## config.mk

```make
export PLATFORM = sky130hd
export DESIGN_NAME = sublane_driver
export DESIGN_NICKNAME = d
export VERILOG_FILES = /design/src/common/vlane_pkg.sv /design/src/sequencer/sublane_sequencer.sv /design/src/verilog/byte_enable_gen.sv /design/src/verilog/lane_valid_tracker.sv /design/src/verilog/sublane_driver.sv /design/src/verilog/vrf_addr_counter.sv
export SDC_FILE = /design/constraint.sdc
export NUM_CORES = 1
export LEC_CHECK = 0
export ABC_CLOCK_PERIOD_IN_PS = 4500
export BUFFER_PORTS_ARGS = -buffer_cell sky130_fd_sc_hd__buf_2
export CAP_MARGIN = 20
export CORE_ASPECT_RATIO = 2
export CORE_MARGIN = 5
export CORE_UTILIZATION = 50
export CTS_CLUSTER_DIAMETER = 30
export CTS_CLUSTER_SIZE = 40
export DETAILED_ROUTE_END_ITERATION = 6
export PLACE_DENSITY = 0.82
export SYNTH_ARGS = -nofsm -noshare
export SYNTH_HDL_FRONTEND = slang
export SYNTH_HIERARCHICAL = 1
export SYNTH_SLANG_ARGS = --single-unit
```

## constraint.sdc

```tcl
create_clock -name clk_i -period 4.5 [get_ports clk_i]
set_input_delay 0.45 -clock clk_i [delete_from_list [all_inputs] [get_ports clk_i]]
set_output_delay 0.45 -clock clk_i [all_outputs]
set_load 0.01 [all_outputs]
```

## src/common/vlane_pkg.sv

```systemverilog
// Vector lane sequencer shared types

package vlane_pkg;

    //////////////////////////////////////////////////////////////////////
    // Instruction and element encodings
    //////////////////////////////////////////////////////////////////////

    // Kind of instruction handled by the sequencer
    typedef enum logic [2:0] {
        NORMAL,         // Read, compute, write back
        STORE,          // Read only, store data
        INDEXED_STORE,  // Read data and index
        LOAD,           // Write beats from load unit
        INDEXED_LOAD    // Read index only
    } inst_type_e;

    // Element width, also the write data width
    typedef enum logic [1:0] {
        EW_BYTE = 2'd1,
        EW_HALF = 2'd2,
        EW_WORD = 2'd3
    } elem_width_e;

    //////////////////////////////////////////////////////////////////////
    // Sequencer states
    //////////////////////////////////////////////////////////////////////

    typedef enum logic [1:0] {
        IDLE,           // Waiting for an instruction
        NORMAL_MODE,    // Reads followed by delayed writes
        READ_MODE,      // Stores and indexed load
        LOAD_MODE       // Load beats under valid/ready
    } seq_state_e;

    //////////////////////////////////////////////////////////////////////
    // Fixed constants
    //////////////////////////////////////////////////////////////////////

    localparam int BYTES_PER_WORD = 4;  // Lane word width
    localparam int RD_PORTS = 3;        // VRF read ports per lane group

endpackage

```

## src/sequencer/sublane_sequencer.sv

```systemverilog
// Lane group instruction sequencer
`timescale 1ns/100ps

module sublane_sequencer #(
    parameter int VLANE_NUM       = 8,
    parameter int MAX_VL_PER_LANE = 256
) (
    input  logic                                           clk_i,
    input  logic                                           rst_i,
    input  logic                                           start_i,
    output logic                                           ready_o,
    input  vlane_pkg::inst_type_e                          inst_type_i,
    input  logic [$clog2(VLANE_NUM * MAX_VL_PER_LANE)-1:0] vl_i,
    input  logic [$clog2(MAX_VL_PER_LANE)-1:0]             inst_delay_i,
    input  vlane_pkg::elem_width_e                         vsew_i,
    input  vlane_pkg::elem_width_e                         wdata_width_i,
    input  logic                                           vector_mask_i,
    input  logic                                           load_valid_i,
    input  logic                                           load_last_i,
    output logic                                           ready_for_load_o,
    output logic                                           addr_load_o,
    output logic                                           rd_step_o,
    output logic                                           wr_step_o,
    output vlane_pkg::elem_width_e                         rd_width_o,
    output vlane_pkg::elem_width_e                         wr_width_o,
    output logic                                           write_o,
    output logic                                           load_mode_o,
    output logic                                           vrf_ren_o,
    output logic                                           store_data_valid_o,
    output logic                                           store_load_index_valid_o,
    output logic [$clog2(MAX_VL_PER_LANE)-1:0]             vmrf_addr_o,
    output logic                                           vmrf_wen_o
);
    import vlane_pkg::*;

    localparam int LANE_W = $clog2(VLANE_NUM);
    localparam int DLY_W  = $clog2(MAX_VL_PER_LANE);
    localparam int ROW_W  = DLY_W + 1;  // Row count reaches MAX_VL_PER_LANE
    localparam int CNT_W  = ROW_W + 1;  // Delay plus rows

    seq_state_e       state_q, state_d;
    logic             pending_q;      // Accepted, mode starts next cycle
    logic             accept;
    inst_type_e       type_q;
    elem_width_e      vsew_q, wdw_q;
    logic [DLY_W-1:0] delay_q;
    logic [ROW_W-1:0] rows_d, rows_q;
    logic             mask_q;
    logic [CNT_W-1:0] row_cnt_q;
    logic [CNT_W-1:0] end_cnt;        // First cycle past the last write
    logic [DLY_W-1:0] vmrf_cnt_q;
    logic             rd_active, wr_active, load_beat;

    assign accept = start_i && ready_o;
    assign rows_d = ROW_W'(vl_i >> LANE_W) + ROW_W'(|vl_i[LANE_W-1:0]);  // ceil(vl / lanes)

    //////////////////////////////////////////////////////////////////////
    // Instruction register
    //////////////////////////////////////////////////////////////////////
    always_ff @(posedge clk_i) begin
        if (accept) begin
            type_q  <= inst_type_i;
            rows_q  <= rows_d;
            delay_q <= inst_delay_i;
            vsew_q  <= vsew_i;
            wdw_q   <= wdata_width_i;
            mask_q  <= vector_mask_i;
        end
    end

    //////////////////////////////////////////////////////////////////////
    // Row windows
    //////////////////////////////////////////////////////////////////////
    assign end_cnt   = CNT_W'(delay_q) + CNT_W'(rows_q);
    assign rd_active = (state_q == NORMAL_MODE || state_q == READ_MODE)
                       && (row_cnt_q < CNT_W'(rows_q));
    assign wr_active = (state_q == NORMAL_MODE) && (row_cnt_q >= CNT_W'(delay_q))
                       && (row_cnt_q < end_cnt);
    assign load_beat = (state_q == LOAD_MODE) && load_valid_i;

    // Next state
    always_comb begin
        state_d = state_q;
        case (state_q)
            IDLE: begin
                if (pending_q) begin
                    case (type_q)
                        NORMAL:  state_d = NORMAL_MODE;
                        LOAD:    state_d = LOAD_MODE;
                        default: state_d = READ_MODE;  // Stores, indexed load
                    endcase
                end
            end
            NORMAL_MODE: if (row_cnt_q + 1'b1 >= end_cnt) state_d = IDLE;
            READ_MODE:   if (row_cnt_q + 1'b1 >= CNT_W'(rows_q)) state_d = IDLE;
            LOAD_MODE:   if (load_valid_i && load_last_i) state_d = IDLE;
            default:     state_d = IDLE;
        endcase
    end

    always_ff @(posedge clk_i) begin
        if (!rst_i) begin
            state_q    <= IDLE;
            ready_o    <= 1'b1;
            pending_q  <= 1'b0;
            row_cnt_q  <= '0;
            vmrf_cnt_q <= '0;
        end else begin
            state_q   <= state_d;
            pending_q <= accept;
            if (accept) begin
                ready_o <= 1'b0;
            end else if (state_q != IDLE && state_d == IDLE) begin
                ready_o <= 1'b1;  // Back in the cycle after the last strobe
            end
            row_cnt_q  <= (state_q == IDLE) ? '0 : row_cnt_q + 1'b1;
            if (state_q == IDLE) begin
                vmrf_cnt_q <= '0;
            end else if (wr_active) begin
                vmrf_cnt_q <= vmrf_cnt_q + 1'b1;
            end
        end
    end

    //////////////////////////////////////////////////////////////////////
    // Strobes
    //////////////////////////////////////////////////////////////////////
    assign addr_load_o = (state_q == IDLE) && ready_o;  // Last load on the accepting edge
    assign vrf_ren_o   = rd_active;
    assign rd_step_o   = rd_active;
    assign write_o     = wr_active || load_beat;
    assign wr_step_o   = wr_active || load_beat;
    assign load_mode_o      = (state_q == LOAD_MODE);
    assign ready_for_load_o = (state_q == LOAD_MODE);
    assign rd_width_o  = vsew_q;
    assign wr_width_o  = (state_q == LOAD_MODE) ? EW_WORD : wdw_q;  // Loads write whole words

    assign store_data_valid_o = rd_active && (type_q == STORE || type_q == INDEXED_STORE);
    assign store_load_index_valid_o = rd_active
                                      && (type_q == INDEXED_STORE || type_q == INDEXED_LOAD);

    assign vmrf_addr_o = vmrf_cnt_q;
    assign vmrf_wen_o  = wr_active && mask_q;

endmodule

```

## src/verilog/byte_enable_gen.sv

```systemverilog
// Lane byte enable generator
`timescale 1ns/100ps

module byte_enable_gen #(
    parameter int VLANE_NUM = 8
) (
    input  logic                                             clk_i,
    input  logic                                             rst_i,
    input  logic                                             write_i,
    input  vlane_pkg::elem_width_e                           width_i,
    input  logic                                             load_mode_i,
    input  logic [VLANE_NUM-1:0][vlane_pkg::BYTES_PER_WORD-1:0] load_bwen_i,
    output logic [VLANE_NUM-1:0][vlane_pkg::BYTES_PER_WORD-1:0] lane_bwen_o
);
    import vlane_pkg::*;

    logic [BYTES_PER_WORD-1:0] rot4_q;   // One-hot byte pointer
    logic [1:0]                rot2_q;   // Low or high halfword
    logic [BYTES_PER_WORD-1:0] pattern;

    //////////////////////////////////////////////////////////////////////
    // Rotators, restart whenever a write burst ends
    //////////////////////////////////////////////////////////////////////
    always_ff @(posedge clk_i) begin
        if (!rst_i) begin
            rot4_q <= BYTES_PER_WORD'(1);
            rot2_q <= 2'b01;
        end else if (write_i) begin
            rot4_q <= {rot4_q[BYTES_PER_WORD-2:0], rot4_q[BYTES_PER_WORD-1]};
            rot2_q <= {rot2_q[0], rot2_q[1]};
        end else begin
            rot4_q <= BYTES_PER_WORD'(1);
            rot2_q <= 2'b01;
        end
    end

    // Pattern for one lane
    always_comb begin
        case (width_i)
            EW_BYTE: pattern = rot4_q;
            EW_HALF: pattern = {{(BYTES_PER_WORD / 2){rot2_q[1]}},
                                {(BYTES_PER_WORD / 2){rot2_q[0]}}};
            EW_WORD: pattern = '1;
            default: pattern = '0;
        endcase
    end

    //////////////////////////////////////////////////////////////////////
    // Per-lane select
    //////////////////////////////////////////////////////////////////////
    always_comb begin
        for (int i = 0; i < VLANE_NUM; i++) begin
            if (!write_i) begin
                lane_bwen_o[i] = '0;
            end else if (load_mode_i) begin
                lane_bwen_o[i] = load_bwen_i[i];  // Load unit decides
            end else begin
                lane_bwen_o[i] = pattern;
            end
        end
    end

endmodule

```

## src/verilog/lane_valid_tracker.sv

```systemverilog
// Lane read data valid tracker
`timescale 1ns/100ps

module lane_valid_tracker #(
    parameter int VLANE_NUM       = 8,
    parameter int MAX_VL_PER_LANE = 256
) (
    input  logic                                           clk_i,
    input  logic                                           rst_i,
    input  logic                                           load_i,
    input  logic [$clog2(VLANE_NUM * MAX_VL_PER_LANE)-1:0] vl_i,
    input  logic                                           row_i,
    output logic [VLANE_NUM-1:0]                           lane_valid_o
);

    localparam int VL_W = $clog2(VLANE_NUM * MAX_VL_PER_LANE);

    logic [VL_W-1:0] rem_q;  // Elements not yet read

    // Remaining length, one row of lanes per read
    always_ff @(posedge clk_i) begin
        if (!rst_i) begin
            rem_q <= '0;
        end else if (load_i) begin
            rem_q <= vl_i;
        end else if (row_i) begin
            // Saturate on the partial last row
            rem_q <= (rem_q > VL_W'(VLANE_NUM)) ? rem_q - VL_W'(VLANE_NUM) : '0;
        end
    end

    always_comb begin
        for (int i = 0; i < VLANE_NUM; i++) begin
            lane_valid_o[i] = row_i && (rem_q > VL_W'(i));
        end
    end

endmodule

```

## src/verilog/sublane_driver.sv

```systemverilog
// Vector lane group driver
`timescale 1ns/100ps

module sublane_driver #(
    parameter int MEM_DEPTH       = 512,
    parameter int VLANE_NUM       = 8,
    parameter int MAX_VL_PER_LANE = 256
) (
    input  logic                                                clk_i,
    input  logic                                                rst_i,
    input  logic                                                start_i,
    output logic                                                ready_o,
    input  logic [$clog2(VLANE_NUM * MAX_VL_PER_LANE)-1:0]      vl_i,
    input  vlane_pkg::inst_type_e                               inst_type_i,
    input  vlane_pkg::elem_width_e                              vsew_i,
    input  vlane_pkg::elem_width_e                              wdata_width_i,
    input  logic [$clog2(MAX_VL_PER_LANE)-1:0]                  inst_delay_i,
    input  logic                                                vector_mask_i,
    input  logic [vlane_pkg::RD_PORTS-1:0][$clog2(MEM_DEPTH)-1:0] vrf_start_raddr_i,
    input  logic [$clog2(MEM_DEPTH)-1:0]                        vrf_start_waddr_i,
    output logic                                                vrf_ren_o,
    output logic [vlane_pkg::RD_PORTS-1:0][$clog2(MEM_DEPTH)-1:0] vrf_raddr_o,
    output logic [$clog2(MEM_DEPTH)-1:0]                        vrf_waddr_o,
    output logic [VLANE_NUM-1:0][vlane_pkg::BYTES_PER_WORD-1:0] vrf_bwen_o,
    output logic [VLANE_NUM-1:0]                                read_data_valid_o,
    output logic [$clog2(MAX_VL_PER_LANE)-1:0]                  vmrf_addr_o,
    output logic                                                vmrf_wen_o,
    input  logic                                                load_valid_i,
    input  logic                                                load_last_i,
    output logic                                                ready_for_load_o,
    input  logic [VLANE_NUM-1:0][vlane_pkg::BYTES_PER_WORD-1:0] load_bwen_i,
    output logic                                                store_data_valid_o,
    output logic                                                store_load_index_valid_o
);
    import vlane_pkg::*;

    logic        addr_load, rd_step, wr_step, write, load_mode;
    elem_width_e rd_width, wr_width;

    //////////////////////////////////////////////////////////////////////
    // Control
    //////////////////////////////////////////////////////////////////////
    sublane_sequencer #(
        .VLANE_NUM       (VLANE_NUM),
        .MAX_VL_PER_LANE (MAX_VL_PER_LANE)
    ) i_sublane_sequencer (
        .clk_i, .rst_i, .start_i, .ready_o,
        .inst_type_i, .vl_i, .inst_delay_i, .vsew_i, .wdata_width_i, .vector_mask_i,
        .load_valid_i, .load_last_i, .ready_for_load_o,
        .addr_load_o (addr_load),
        .rd_step_o   (rd_step),
        .wr_step_o   (wr_step),
        .rd_width_o  (rd_width),
        .wr_width_o  (wr_width),
        .write_o     (write),
        .load_mode_o (load_mode),
        .vrf_ren_o, .store_data_valid_o, .store_load_index_valid_o,
        .vmrf_addr_o, .vmrf_wen_o
    );

    //////////////////////////////////////////////////////////////////////
    // Address counters, one per read port plus the write port
    //////////////////////////////////////////////////////////////////////
    for (genvar p = 0; p < RD_PORTS; p++) begin : g_rd_cnt
        vrf_addr_counter #(.MEM_DEPTH(MEM_DEPTH)) i_rd_cnt (
            .clk_i, .rst_i,
            .load_i       (addr_load),
            .start_addr_i (vrf_start_raddr_i[p]),
            .width_i      (rd_width),
            .step_i       (rd_step),
            .addr_o       (vrf_raddr_o[p])
        );
    end

    vrf_addr_counter #(.MEM_DEPTH(MEM_DEPTH)) i_wr_cnt (
        .clk_i, .rst_i,
        .load_i       (addr_load),
        .start_addr_i (vrf_start_waddr_i),
        .width_i      (wr_width),
        .step_i       (wr_step),
        .addr_o       (vrf_waddr_o)
    );

    // Write enables and read valids
    byte_enable_gen #(.VLANE_NUM(VLANE_NUM)) i_byte_enable_gen (
        .clk_i, .rst_i,
        .write_i     (write),
        .width_i     (wr_width),
        .load_mode_i (load_mode),
        .load_bwen_i,
        .lane_bwen_o (vrf_bwen_o)
    );

    lane_valid_tracker #(
        .VLANE_NUM       (VLANE_NUM),
        .MAX_VL_PER_LANE (MAX_VL_PER_LANE)
    ) i_lane_valid_tracker (
        .clk_i, .rst_i,
        .load_i       (addr_load),
        .vl_i,
        .row_i        (vrf_ren_o),  // One row per read cycle
        .lane_valid_o (read_data_valid_o)
    );

endmodule

```

## src/verilog/vrf_addr_counter.sv

```systemverilog
// VRF word address counter
`timescale 1ns/100ps

module vrf_addr_counter #(
    parameter int MEM_DEPTH = 512
) (
    input  logic                         clk_i,
    input  logic                         rst_i,
    input  logic                         load_i,
    input  logic [$clog2(MEM_DEPTH)-1:0] start_addr_i,
    input  vlane_pkg::elem_width_e       width_i,
    input  logic                         step_i,
    output logic [$clog2(MEM_DEPTH)-1:0] addr_o
);
    import vlane_pkg::*;

    localparam int SUB_W = $clog2(BYTES_PER_WORD);

    logic [SUB_W-1:0] elem_q;     // Element index inside current word
    logic [SUB_W-1:0] elem_last;  // Last element index for this width

    // Elements per word minus one
    always_comb begin
        case (width_i)
            EW_BYTE: elem_last = SUB_W'(BYTES_PER_WORD - 1);
            EW_HALF: elem_last = SUB_W'(BYTES_PER_WORD / 2 - 1);
            default: elem_last = '0;  // Word, one element per word
        endcase
    end

    always_ff @(posedge clk_i) begin
        if (!rst_i) begin
            addr_o <= '0;
            elem_q <= '0;
        end else if (load_i) begin
            addr_o <= start_addr_i;
            elem_q <= '0;
        end else if (step_i) begin
            if (elem_q == elem_last) begin  // Word filled, move on
                elem_q <= '0;
                addr_o <= addr_o + 1'b1;
            end else begin
                elem_q <= elem_q + 1'b1;
            end
        end
    end

endmodule
```

### Yosys cells after proc, flatten, opt, wreduce, memory -nomap -nowiden

Cells that the tools add are included.

| word-level totals | value |
|---|---|
| bits in registers | 108 |
| logic and storage cells | 155 |

| operators by class | value |
|---|---|
| $add $sub $neg | 13 |
| order comparisons | 14 |
| eq/ne operators | 16 |
| mux-type cells | 47 |
| bitwise logic cells | 1 |
| reduce and logical (&&, ||, !) cells | 42 |

Operators with widths:

| kind | count |
|---|---|
| 2-to-1 mux 9 bit | 12 |
| 2-to-1 mux 4 bit | 16 |
| greater-than comparator 11 x 3 -> 1 bit (second input constant) | 4 |
| adder 9 x 1 -> 9 bit (second input constant) | 4 |
| 2-to-1 mux 11 bit | 3 |
| greater-than comparator 11 x 1 -> 1 bit (second input constant) | 2 |
| greater-than comparator 11 x 2 -> 1 bit (second input constant) | 2 |
| logical AND 1 bit | 19 |
| 2-to-1 mux 2 bit | 9 |
| nonzero test 2 bit | 8 |
| one-hot mux 2 bit (2 select lines) | 3 |
| one-hot mux 4 bit (3 select lines) | 1 |
| greater-than comparator 11 x 4 -> 1 bit (second input constant) | 1 |
| subtractor 11 x 4 -> 11 bit (second input constant) | 1 |
| adder 10 x 1 -> 10 bit (second input constant) | 1 |
| adder 8 x 9 -> 10 bit | 1 |
| == test 2 bit (second input constant) | 5 |
| greater-or-equal comparator 10 bit | 1 |
| greater-or-equal comparator 10 x 8 -> 1 bit | 1 |
| greater-or-equal comparator 10 x 9 -> 1 bit | 1 |
| < comparator 10 bit | 1 |
| < comparator 10 x 9 -> 1 bit | 1 |
| AND reduction 2 bit | 5 |
| adder 8 x 1 -> 9 bit | 1 |
| other kinds (15) | 30 |

### Longest topological paths before layout

| logic depth | value |
|---|---|
| word-level depth | 8 |
| depth in mapped cells | 18 |
| gate-level depth less buffers | 16 |

### By module

The synthesis kept the hierarchy.

By module, submodules not included:

| module | times used | cells each | area each (µm²) | seq. area each (µm²) |
|---|---|---|---|---|
| sublane_sequencer | 1 | 333 | 3339.5 | 1191.1 |
| vrf_addr_counter | 4 | 70 | 628.1 | 220.2 |
| lane_valid_tracker | 1 | 110 | 832.0 | 220.2 |
| byte_enable_gen | 1 | 97 | 728.2 | 120.1 |

### Least setup slack after synthesis

OpenSTA, ideal clock, no wires.

| timing | value |
|---|---|
| path type | reg-to-output |
| from | reg i_sublane_sequencer.rows_q[0] |
| to | out vrf_bwen_o[13] in the netlist's numbering |
| arrival time | 3.719 ns |
| data required time | 4.050 ns |
| setup slack | 0.331 ns |
| stages on the path, launching flop included | 19 |
| path buffers | 4 |
| path through | edfxtp_1 -> ha_1 -> inv_1 -> fa_1 -> xor2_1 -> ha_1 -> nand2_1 -> o21a_1 -> maj3_2 -> maj3_2 -> maj3_2 -> a211oi_2 -> buf_6 -> o21ai_0 -> buf_4 -> buf_4 -> buf_2 -> nand3_1 -> o31ai_1 |

RTL lines:

| what | RTL line | text |
|---|---|---|
| start, declared | sublane_sequencer.sv:47 | `logic [ROW_W-1:0] rows_d, rows_q;` |
| start signal, assigned | sublane_sequencer.sv:63 | `rows_q <= rows_d;` |
| end, declared | sublane_driver.sv:24 | `output logic [VLANE_NUM-1:0][vlane_pkg::BYTES_PER_WORD-1:0] vrf_bwen_o,` |

==> reports/results.env <==
NETSWITCHINGPOWER_mW=0.927
LAYOUT_SETUP_WS_NS=-0.000121
ACTUAL_TRANSITION_AT_THE_WORST_MAX_TRANSITION_PIN_NS=0.943
CTSROOTBUFFERMASTER='clkbuf_16'
POSTROUTEWIRELENGTH_UM=19800
SYN2LAYOUT_AREA_GROWTH_PCT=20.1
NNETSFINAL=1155
GRT_START_MAX_NET_PINS=57
ARRIVAL_NS=4.05
SYNTH_ENABLE_FLOP_CELLS=25
POSTSYNTHNETCOUNT=980
SYN_AVG_CELL_AREA_UM2=9.04
GRT_BUSIEST_LAYER='met2'
PLACEMENTROWS=63
YS.WARNINGS.COUNT=6
CRITICAL_PATH_CLASS='flip-flop to output pin'
SLEW_VIOL_FINAL=0
INITIALDRTVIOLATIONCOUNT=280
CRIT_PATH_END_KIND='output pin'
CORE_AREA_MM2=0.0147
GRT_FIRST_PASS_WIRELENGTH_UM=31000
SYNTHARSTFLOPSHARE_PCT=0
LAYOUT_COMMONEST_CELL='buf_2'
HOLD_CLASS='input pin to flip-flop'
FINALSETUPVIOLATIONS=1
CLK_LATENCY_NS=0.35
ROUTE.DETAILED.DRC=0
MAX_CAP_VIOL_COUNT=0
PATH_CLK_SLEW_NS=0.08
GRT_ANTENNA_BEFORE_REPAIR=0
GRTUSAGEMET3_PCT=3.30
R2R_SLACK_NS=0.31
STATUS='finished, violations left'
SLEW_HEADROOM_PCT=37.1
TIMING_HOLD_VIOLATIONS_FINAL=0
CRIT-REG2REG-CAPTURE='i_wr_cnt/addr_o[5]'
CRITICAL_PATH.REG2REG.STARTPOINT='i_sublane_sequencer/rows_q[1]'
SHARE_COMB_OF_TOTAL_POWER_PCT=27.3
GLOBALROUTEMET2UTIL_PCT=43.1
REQUIRED_NS=4.05
POWER_REPORT.INTERNAL_TOTAL_mW=1.87
GRT_PASS1_VIAS=6700
OVERFLOW=0
POWER.TOTAL_mW=2.80
POST_SYNTH_INST_COUNT=820
FAILED_CHECKS='setup timing'
RD_PLACE_CONGESTION=0.878
FIN_CELLS=1195
WORST_SETUP_PATH_START_KIND='flip-flop'
WORST-PATH-MAX-FANOUT=8
FINCLKSKEW_NS=0.00961
MAX_FREQ_GHz=0.222
FF2FF_PATH_DEPTH=17
POWER.SHARE.SEQUENTIAL_PCT=42.4
FLOORPLAN.DIE.HEIGHT_UM=182
CLOCK_POWER_SHARE_PCT=30.3
CTS_MAX_LEVEL=3
AVGROUTEDWIREPERCELL_UM=16.6
HPWLAFTERDP_UM=14700
CP-STARTPOINT='i_sublane_sequencer/rows_q[1]'
DRIVE_ABOVE_1_SHARE_PCT=27.5
INITIAL_CORE_UTIL_PCT=50.3
CTS_TREE='done'
P_SW_SHARE_PCT=33.1
TIMING.CRITICAL_PATH.TO='vrf_bwen_o[10]'
VIAS=6848
TRITONCTS_NUM_SINKS=108
DETAIL_ROUTE.FIRST_PASS.ITERATIONS=4
POWER.IR.VDD_WORST_V=0.000208
POSTSYNTH.TOPFLOPCELL='dfxtp_1'
CLOCK_TREE.BUFFER_DEPTH=2
POWER_PER_UNIT_OF_STANDARD_CELL_AREA_mW_PER_MM2=315
DIE-AREA_MM2=0.0175
DIE_W_UM=96.1
INSERTEDDIODECOUNT=0
DPL.CELL_COUNT=1168
SYNTH.FF_LATCH_COUNT=108
POST_SYNTHESIS_CELL_TYPE_COUNT=78
GR-USAGE-ALL-LAYERS_PCT=22.0
FINAL_ANTENNA_NET_COUNT=0
DRT-VIAS-PER-INSTANCE=5.73
SYN_AREA_MM2=0.00741
PERIOD_SHARE_PCT=100
FINAL_CELL_MIX='buf_2, dfxtp_1, a21oi_1, ha_1, o21ai_0'
CTS_MADE_BUFFERS=9
TOP_LEVEL_PORTS=190
FINAL.MIN_CLOCK_PERIOD_NS=4.50
SYNTH_SEQ_AREA_SHARE_PCT=32.5
POWER_LEAKAGE_nW=3.82
GRT.MET1_USAGE_PCT=21.8
GRT_SETUP_UNREPAIRED='yes'
PLACE.PORT_BUFFERS=189
[flip-flops by register name, summed over array words and instances (netlist names)]
| signal | flops |
|---|---|
| g_rd_cnt.i_rd_cnt/addr_o | 27 |
| g_rd_cnt.i_rd_cnt/elem_q | 6 |
| i_byte_enable_gen/rot2_q | 2 |
| i_byte_enable_gen/rot4_q | 4 |
| i_lane_valid_tracker/rem_q | 11 |
| i_sublane_sequencer/delay_q | 8 |
| i_sublane_sequencer/mask_q | 1 |
| i_sublane_sequencer/pending_q | 1 |
| i_sublane_sequencer/rd_width_o | 2 |
| i_sublane_sequencer/ready_o | 1 |
| i_sublane_sequencer/row_cnt_q | 10 |
| i_sublane_sequencer/rows_q | 9 |
| i_sublane_sequencer/state_q | 2 |
| i_sublane_sequencer/type_q | 3 |
| i_sublane_sequencer/vmrf_addr_o | 8 |
| i_sublane_sequencer/wdw_q | 2 |
| i_wr_cnt/addr_o | 9 |
| i_wr_cnt/elem_q | 2 |
[Yosys cell counts, drive strengths merged, types with 8 or more instances]
cell	instances	area share [%]
nor2b	9	0.86
nor4b	14	1.7
o31ai	39	4.0
o21a	13	1.3
inv	44	2.2
nor4	18	1.6
a21oi	63	4.8
and3	8	0.69
xnor2	44	5.6
edfxtp	25	10
nor2	31	1.6
ha	59	10
dfxtp	83	22
nand2b	9	0.86
nor3	24	1.6
xor2	22	2.6
nand3	46	3.1
o21ai	47	3.2
and2	8	0.69
nor3b	9	1.5
nand2	35	1.8
clkbuf	20	1.1
nand4	26	2.2
a31oi	9	0.76
buf	18	2.1
mux2i	8	1.1
[worst max-delay path, stage by stage (launching register included)]
cell and delay [ns]:
edfxtp_1 0.40, ha_1 0.34, a21o_1 0.19, a21oi_2 0.18
xor2_2 0.10, ha_1 0.31, nand2_1 0.05, o21a_1 0.17
maj3_2 0.30, maj3_2 0.31, maj3_2 0.34, a211oi_4 0.30
o21ai_4 0.17, buf_8 0.18, nand3_1 0.10, o31ai_2 0.08
buf_2 0.17
[layer usage]
layer,vias to the layer above,wire length [um]
li1,3386,-
met1,3222,7140
met2,209,11100
met3,31,1090
met4,0,470
met5,-,0
[cell type report]
class | count | area [um2]
clock buffers | 10 | 250
clock inverters | 6 | 68.8
fillers | 1334 | 5840
inverters | 46 | 173
multi-input cells | 625 | 4630
flip-flops and latches | 108 | 2410
well taps | 195 | 244
repair buffers | 205 | 1120
[through the flow]
step	instance area (um2)	setup TNS (ns)	hold WS [ns]	utilization, %	worst slack [ns]
after floorplan	7410	0	0.437	-	0.331
after global placement	8390	0	0.446	56.9	0.382
after detailed placement	8390	0	0.469	56.9	0.297
after CTS	8730	-0.325	0.254	59.2	-0.0322
after global routing	8900	-3.98	0.250	60.4	-0.145
final	8900	-0.000121	0.269	60.4	-0.000121
[power by group through the flow]
stage | Clock, mW | Sequential [mW] | Combinational [mW]
final | 0.848 | 1.19 | 0.765
after global placement | 0 | 1.20 | 0.721
after detailed placement | 0 | 1.21 | 0.738
after global routing | 0.914 | 1.20 | 0.851
after CTS | 0.870 | 1.19 | 0.746
after floorplan | 0 | 1.20 | 0.515
[kinds of logic after synthesis]
logic type      synth area share (%)
buf+inv                         5.98
flops                           32.5
xor+xnor                        8.51
compound gates                  19.8
simple gates                    21.3
mux                             1.23
fa+ha+maj                       10.7
[worst min path at each step]
stage                                start                           endpoint  slack (ns)  cells after the start
4_1_cts                          vsew_i[0]  i_sublane_sequencer/rd_width_o[0]        0.25                      1
5_1_grt                          vsew_i[0]  i_sublane_sequencer/rd_width_o[0]        0.25                      1
3_5_place_dp   i_byte_enable_gen/rot4_q[3]        i_byte_enable_gen/rot4_q[0]        0.47                      1
6_report                         vsew_i[0]  i_sublane_sequencer/rd_width_o[0]        0.27                      1
2_1_floorplan  i_byte_enable_gen/rot4_q[3]        i_byte_enable_gen/rot4_q[0]        0.44                      1
3_3_place_gp   i_byte_enable_gen/rot4_q[3]        i_byte_enable_gen/rot4_q[0]        0.45                      1
[what timing repair did]
action,CTS,global route
gates cloned,1,1
hold buffers,0,0
pin swaps,0,9
buffers inserted,0,8
resized for setup,2,13
hold endpoints to repair,0,0
endpoints found under the setup margin,32,32
(Power assumes the default switching activity.)
